[config.mk]
export PLATFORM = sky130hd
export DESIGN_NAME = next_pc_select
export DESIGN_NICKNAME = d
export VERILOG_FILES = /design/src/verilog/rv_inst_pkg.sv /design/src/verilog/bpu_cfg_pkg.sv /design/src/verilog/next_pc_select.sv
export SDC_FILE = /design/constraint.sdc
export NUM_CORES = 1
export LEC_CHECK = 0
export ABC_AREA = 0
export BUFFER_PORTS_ARGS = -buffer_cell sky130_fd_sc_hd__buf_2
export CAP_MARGIN = 25
export CORE_ASPECT_RATIO = 0.9
export CORE_MARGIN = 5
export CORE_UTILIZATION = 60
export DETAILED_ROUTE_END_ITERATION = 6
export PLACE_DENSITY = 0.93
export SLEW_MARGIN = 20
export SYNTH_ARGS = -nofsm -noshare
export SYNTH_HDL_FRONTEND = slang
export SYNTH_SLANG_ARGS = --single-unit
export TNS_END_PERCENT = 10
[constraint.sdc]
create_clock -name vclk -period 5.25
set_input_delay 0.2625 -clock vclk [all_inputs]
set_output_delay 0.2625 -clock vclk [all_outputs]
set_load 0.1 [all_outputs]
[src/verilog/rv_inst_pkg.sv]
package rv_inst_pkg;

    typedef logic [6:0] opcode_t;

    // control transfer opcodes, inst[6:0]
    localparam opcode_t OPC_BRANCH = 7'b1100011;
    localparam opcode_t OPC_JAL    = 7'b1101111;
    localparam opcode_t OPC_JALR   = 7'b1100111;

    // which direction table gave the prediction
    // travels down the pipe and comes back with the feedback
    typedef enum logic [1:0] {
        PROV_BIMODAL = 2'd0,
        PROV_T0      = 2'd1,
        PROV_T1      = 2'd2
    } provider_e;

endpackage

[src/verilog/bpu_cfg_pkg.sv]
package bpu_cfg_pkg;

    localparam int XLEN    = 32;
    localparam int GHIST_W = 16;

    // direction tables
    localparam int BIMODAL_ENTRIES  = 512;  // pc[9:1]
    localparam int TAGE_ENTRIES     = 256;  // pc[7:0] hashed with history
    localparam int TAG_W            = 10;
    localparam int PARTIAL_TAG_BITS = 6;    // upper tag bits that take part in a match

    // target buffer defaults, the top level may override
    localparam int BTB_SETS = 256;
    localparam int BTB_WAYS = 2;

    typedef logic [XLEN-1:0]    xlen_t;     // address or instruction word
    typedef logic [GHIST_W-1:0] ghist_t;
    typedef logic [1:0]         ctr2_t;     // saturating counter
    typedef logic [TAG_W-1:0]   tage_tag_t;

    typedef logic [$clog2(BIMODAL_ENTRIES)-1:0] bm_idx_t;
    typedef logic [$clog2(TAGE_ENTRIES)-1:0]    tage_idx_t;

    // weakly not taken
    localparam ctr2_t CTR_WEAK_NT = 2'd1;

endpackage
[src/verilog/next_pc_select.sv]
module next_pc_select (
    input  bpu_cfg_pkg::xlen_t pc_i,
    input  bpu_cfg_pkg::xlen_t inst_i,
    input  logic               dir_taken_i,
    input  logic               btb_hit_i,
    input  bpu_cfg_pkg::xlen_t btb_target_i,
    output logic               is_cti_o,
    output logic               pred_taken_o,
    output bpu_cfg_pkg::xlen_t pred_pc_o
);
    import bpu_cfg_pkg::*;
    import rv_inst_pkg::*;

    opcode_t opcode;
    xlen_t   imm_b, imm_j;
    xlen_t   pc_seq;

    assign opcode = inst_i[6:0];
    assign pc_seq = pc_i + 32'd4;

    // sign extended immediates, bit 0 always zero
    assign imm_b = {{(XLEN-12){inst_i[31]}}, inst_i[7], inst_i[30:25], inst_i[11:8], 1'b0};
    assign imm_j = {{(XLEN-20){inst_i[31]}}, inst_i[19:12], inst_i[20], inst_i[30:21], 1'b0};

    always_comb begin
        is_cti_o     = 1'b0;
        pred_taken_o = 1'b0;
        pred_pc_o    = pc_seq;
        case (opcode)
            OPC_JAL: begin
                is_cti_o     = 1'b1;
                pred_taken_o = 1'b1;    // unconditional
                pred_pc_o    = btb_hit_i ? btb_target_i : pc_i + imm_j;
            end
            OPC_BRANCH: begin
                is_cti_o = 1'b1;
                if (dir_taken_i) begin
                    pred_taken_o = 1'b1;
                    pred_pc_o    = btb_hit_i ? btb_target_i : pc_i + imm_b;
                end
            end
            OPC_JALR: begin
                // target unknown without the BTB
                is_cti_o = 1'b1;
                if (dir_taken_i && btb_hit_i) begin
                    pred_taken_o = 1'b1;
                    pred_pc_o    = btb_target_i;
                end
            end
            default: ;
        endcase
    end

endmodule

### Yosys cells after proc, flatten, opt, wreduce, memory -nomap -nowiden

Cells that the tools add are included.

| word-level totals | value |
|---|---|
| register bits | 0 |
| output and inout port bits | 34 |

| operators by class | value |
|---|---|
| $add $sub $neg | 3 |
| equality and inequality tests | 3 |
| muxes and demuxes | 9 |
| reduce and logical (&&, ||, !) cells | 2 |

Operators with widths:

| operator | count |
|---|---|
| 32-bit two-way mux | 4 |
| 32-bit case mux with 3 select lines | 1 |
| 32-bit adder | 2 |
| 32-bit by 3-bit adder with 32-bit output (second input constant) | 1 |
| 7-bit == test (second input constant) | 3 |
| 1-bit two-way mux | 3 |
| 1-bit case mux with 3 select lines | 1 |
| 3-bit OR reduction | 1 |
| 1-bit logical AND | 1 |

### Depth between registers and ports, before layout

| logic depth | value |
|---|---|
| word-level depth | 4 |
| mapped depth | 11 |

### Least setup slack after synthesis

Ideal clock, no wire load.

| timing | value |
|---|---|
| path kind | in2out |
| start | input pc_i[7] |
| end | output pred_pc_o[18] |
| arrival time | 4,416 ps |
| required time | 4,988 ps |
| path slack | 571 ps |
| stages | 10 |
| path buffers | 1 |
| cell sequence | ha_1 buf_2 a211oi_1 o211ai_1 a211oi_1 nor2_1 a221oi_1 xor2_1 o211a_1 o31ai_1 |

| between the ends | value |
|---|---|
| longest elaborated chain between the ends | 4 |
| elaborated cells between the ends (all ways) | 8 |
| those cells by class | 3 x add/sub; 5 x mux |

Ends and longest elaborated chain:

| element | RTL line | source |
|---|---|---|
| from (decl) | next_pc_select.sv:2 | `input bpu_cfg_pkg::xlen_t pc_i,` |
| 32-bit adder | next_pc_select.sv:39 | `pred_pc_o = btb_hit_i ? btb_target_i : pc_i + imm_b;` |
| 32-bit two-way mux | next_pc_select.sv:39 |  |
| 32-bit two-way mux | next_pc_select.sv:37 | `if (dir_taken_i) begin` |
| 32-bit case mux with 3 select lines (*) | next_pc_select.sv:29 | `case (opcode)` |
| to (decl) | next_pc_select.sv:9 | `output bpu_cfg_pkg::xlen_t pred_pc_o` |

Every way passes the cells marked *; elsewhere a longest branch is shown, timed or not.

### Worst setup path after layout

| timing | value |
|---|---|
| start | input inst_i[31] |
| end | output pred_pc_o[31] |

| between the ends | value |
|---|---|
| longest elaborated chain between the ends | 4 |
| elaborated cells between the ends (all ways) | 6 |
| those cells by class | 2 x add/sub; 4 x mux |

Ends and longest elaborated chain:

| element | RTL line | source |
|---|---|---|
| from (decl) | next_pc_select.sv:3 | `input bpu_cfg_pkg::xlen_t inst_i,` |
| 32-bit adder | next_pc_select.sv:39 |  |
| 32-bit two-way mux | next_pc_select.sv:39 |  |
| 32-bit two-way mux | next_pc_select.sv:37 |  |
| 32-bit case mux with 3 select lines (*) | next_pc_select.sv:29 |  |

Marks and branches as above.

==> results.ini <==
[synth]
syn-num-nets = 816
synthXorXnorAreaFrac = 0.102
synth-adder-area-share = 0.133
yosys.area_share.simple = 0.279
synthCells = 672
synth_cell_types = 73
synth_compound_area_frac = 0.407
syn_area_sq_um = 4450
synth_top_family_by_area = compound AO/OA/AOI/OAI gates
synth.area.mux_share = 0.0259
synth_warnings = 0
yosysSeqAreaShare = 0
synth.avg_cell_area_sq_um = 6.62

[layout]
seq_cells = 0
clockBufferCount = 0
num_antenna_cells = 0
nets = 925
seqCellArea_sq_um = 0
fillers = 609
fin_area_sq_um = 5150
drive_gt1_frac = 0.207
areaGrowthSynthToFinish_pct = 15.6

[placed_design]
io_buffers = 132
dpl.hpwl_mm = 14.5
place_ws_ns = 1.50
finalWeightedCongestion = 1.02
dpl_cell_area_sq_um = 5150

[timing]
setup_tns_ns = 0
fin_crit_ns = 3.83
max_slew_margin = 0.466
hold_viol = 0
rsz0062_at_grt = no
fmax_mhz = 261
setup_viol_count_final = 0
maxSlewViolCount = 0
fin_ws_ns = 1.42
period_share = 0.729
tightest_slew_ns = 0.793

[drt]
avgRoutedWirePerCell_um = 21.0
drc = 7
ant_nets = 0
avgViaCountPerCell = 7.13
wl_mm = 18.3
vias = 6216
drt_iter0_drc = 858
first_pass_iters = 7

[setup_path]
crit_cells = 11
startpoint = inst_i[31]
max_stage_delay_ns = 0.46
worstSetupStartpointType = primary input
critPathRequiredTime_ns = 4.99
cp_top_family = compound AO/OA/AOI/OAI gates
crit_end = pred_pc_o[31]
worstPathCellList = buf_2 > ha_1 > a211oi_1 > o21ai_0 > a211oi_1 > o31a_1 > nor3_1 > a311o_1 > a311o_1 > a22oi_1 > buf_2
crit_type = primary input to output port
critPathSlowestCell = a211oi_1
cp_max_fo = 21
critPathArrivalTime_ns = 3.56
crit_buf_inv = 2
crit_path_end_kind = output port

[die]
start_util = 0.623
die_h_um = 91.7
die_area_sq_um = 9240
io_pins = 132
num_rows = 29
die_x_um = 101
coreArea_sq_um = 7150

[outcome]
violations = DRC
status = complete, but fails checks

[grt]
grt_antenna_before_repair = 0
grt_max_degree = 37
grtUsageTotal = 0.369
grt_pass1_wl_mm = 28.4
first_global_vias = 5674
grt-ovfl-total = 0

[job]
drv_cap = 0

[clock_tree]
ctsHoldBuffers = 0
post-cts-setup-buffers = 0
cts.repair.resized = 0

[hold_path]
hold_class = primary input to output port

[power_and_ir_drop]
pwr_density_cell_nw_per_um2 = 129
ir_drop_mv = 0.0819
leakagePower_uw = 0.00227

[cell usage after synthesis (5+ instances only)]
master,count,area [sq um]
a21o_1,16,120
nor2b_1,5,31.3
a221oi_1,8,70.1
mux2i_1,7,70.1
a211oi_1,19,143
xnor2_1,24,210
ha_1,44,551
xor2_1,28,245
nor2_1,47,176
nand3_1,28,140
o22ai_1,6,37.5
o211ai_1,13,97.6
nand2_1,77,289
a21oi_1,50,250
nand4_1,11,68.8
o21ai_0,49,245
a22oi_1,10,75.1
inv_1,28,105
and3_1,11,68.8
a221o_1,10,100
nor3_1,16,80.1
and2_1,8,50.1
o221ai_1,10,87.6
nand2b_1,6,37.5
or3_1,7,43.8
o21ai_1,12,60.1
clkbuf_1,25,93.8
o211a_1,5,50.1
[layer usage]
| metal | vias to the layer above | GRT usage | part of all wire |
|---|---|---|---|
| met2 | 538 | 0.572 | 0.43 |
| met3 | 74 | 0.0789 | 0.16 |
| met5 | - | 0 | 0 |
| met4 | 0 | 0.109 | 0.035 |
| li1 | 2821 | - | - |
| met1 | 2783 | 0.510 | 0.38 |
[cell usage in the layout (no fill, tap or decap), types with 12 or more instances in the layout]
cell,synthesis,routed
a211oi_1,19,19
a21o_1,16,16
a21oi_1,50,50
buf_2,3,132
ha_1,44,44
inv_1,28,28
nand2_1,77,77
nand3_1,28,28
nor2_1,47,47
nor3_1,16,16
o211ai_1,13,13
o21ai_0,49,49
o21ai_1,12,12
xnor2_1,24,24
xor2_1,28,28
[cells by family after synthesis]
logic type | after synthesis
buffers and inverters | 60
muxes | 11
and+or+nand+nor | 241
AOI/OAI and AO/OA | 262
xor gates and xnor gates | 52
adders and majority gates | 46
[metrics by stage]
stage	cells	hold WS [ns]	utilization	power [uW]
final	872	1.09	0.720	663
after global routing	872	1.12	0.720	703
after CTS	872	1.09	0.720	645
after detailed placement	872	1.09	0.720	642
after global placement	872	1.07	0.720	629
after floorplan	672	0.991	-	485
[worst min-delay path by stage]
stage                    start           end  slack (ns)  cells past startpoint
4_1_cts        btb_target_i[8]  pred_pc_o[8]        1.09                      4
5_1_grt        btb_target_i[8]  pred_pc_o[8]        1.12                      4
3_3_place_gp   btb_target_i[7]  pred_pc_o[7]        1.07                      4
2_1_floorplan          pc_i[0]  pred_pc_o[0]        0.99                      1
3_5_place_dp   btb_target_i[8]  pred_pc_o[8]        1.09                      4
6_report       btb_target_i[7]  pred_pc_o[7]        1.09                      4
[where the power goes]
group	switching, uW	leakage [uW]	internal (uW)
sequential	0	0	0
clock	0	0	0
combinational	457	0.00227	205
[area by class of cell]
class,instances,area [sq um],share of cell area
Inverter,28,105,0.0204
Multi-Input combinational cell,612,4210,0.818
Tap cell,93,116,0.0226
Timing Repair Buffer,139,713,0.139
Note: power is estimated with default switching activity, not from simulation.
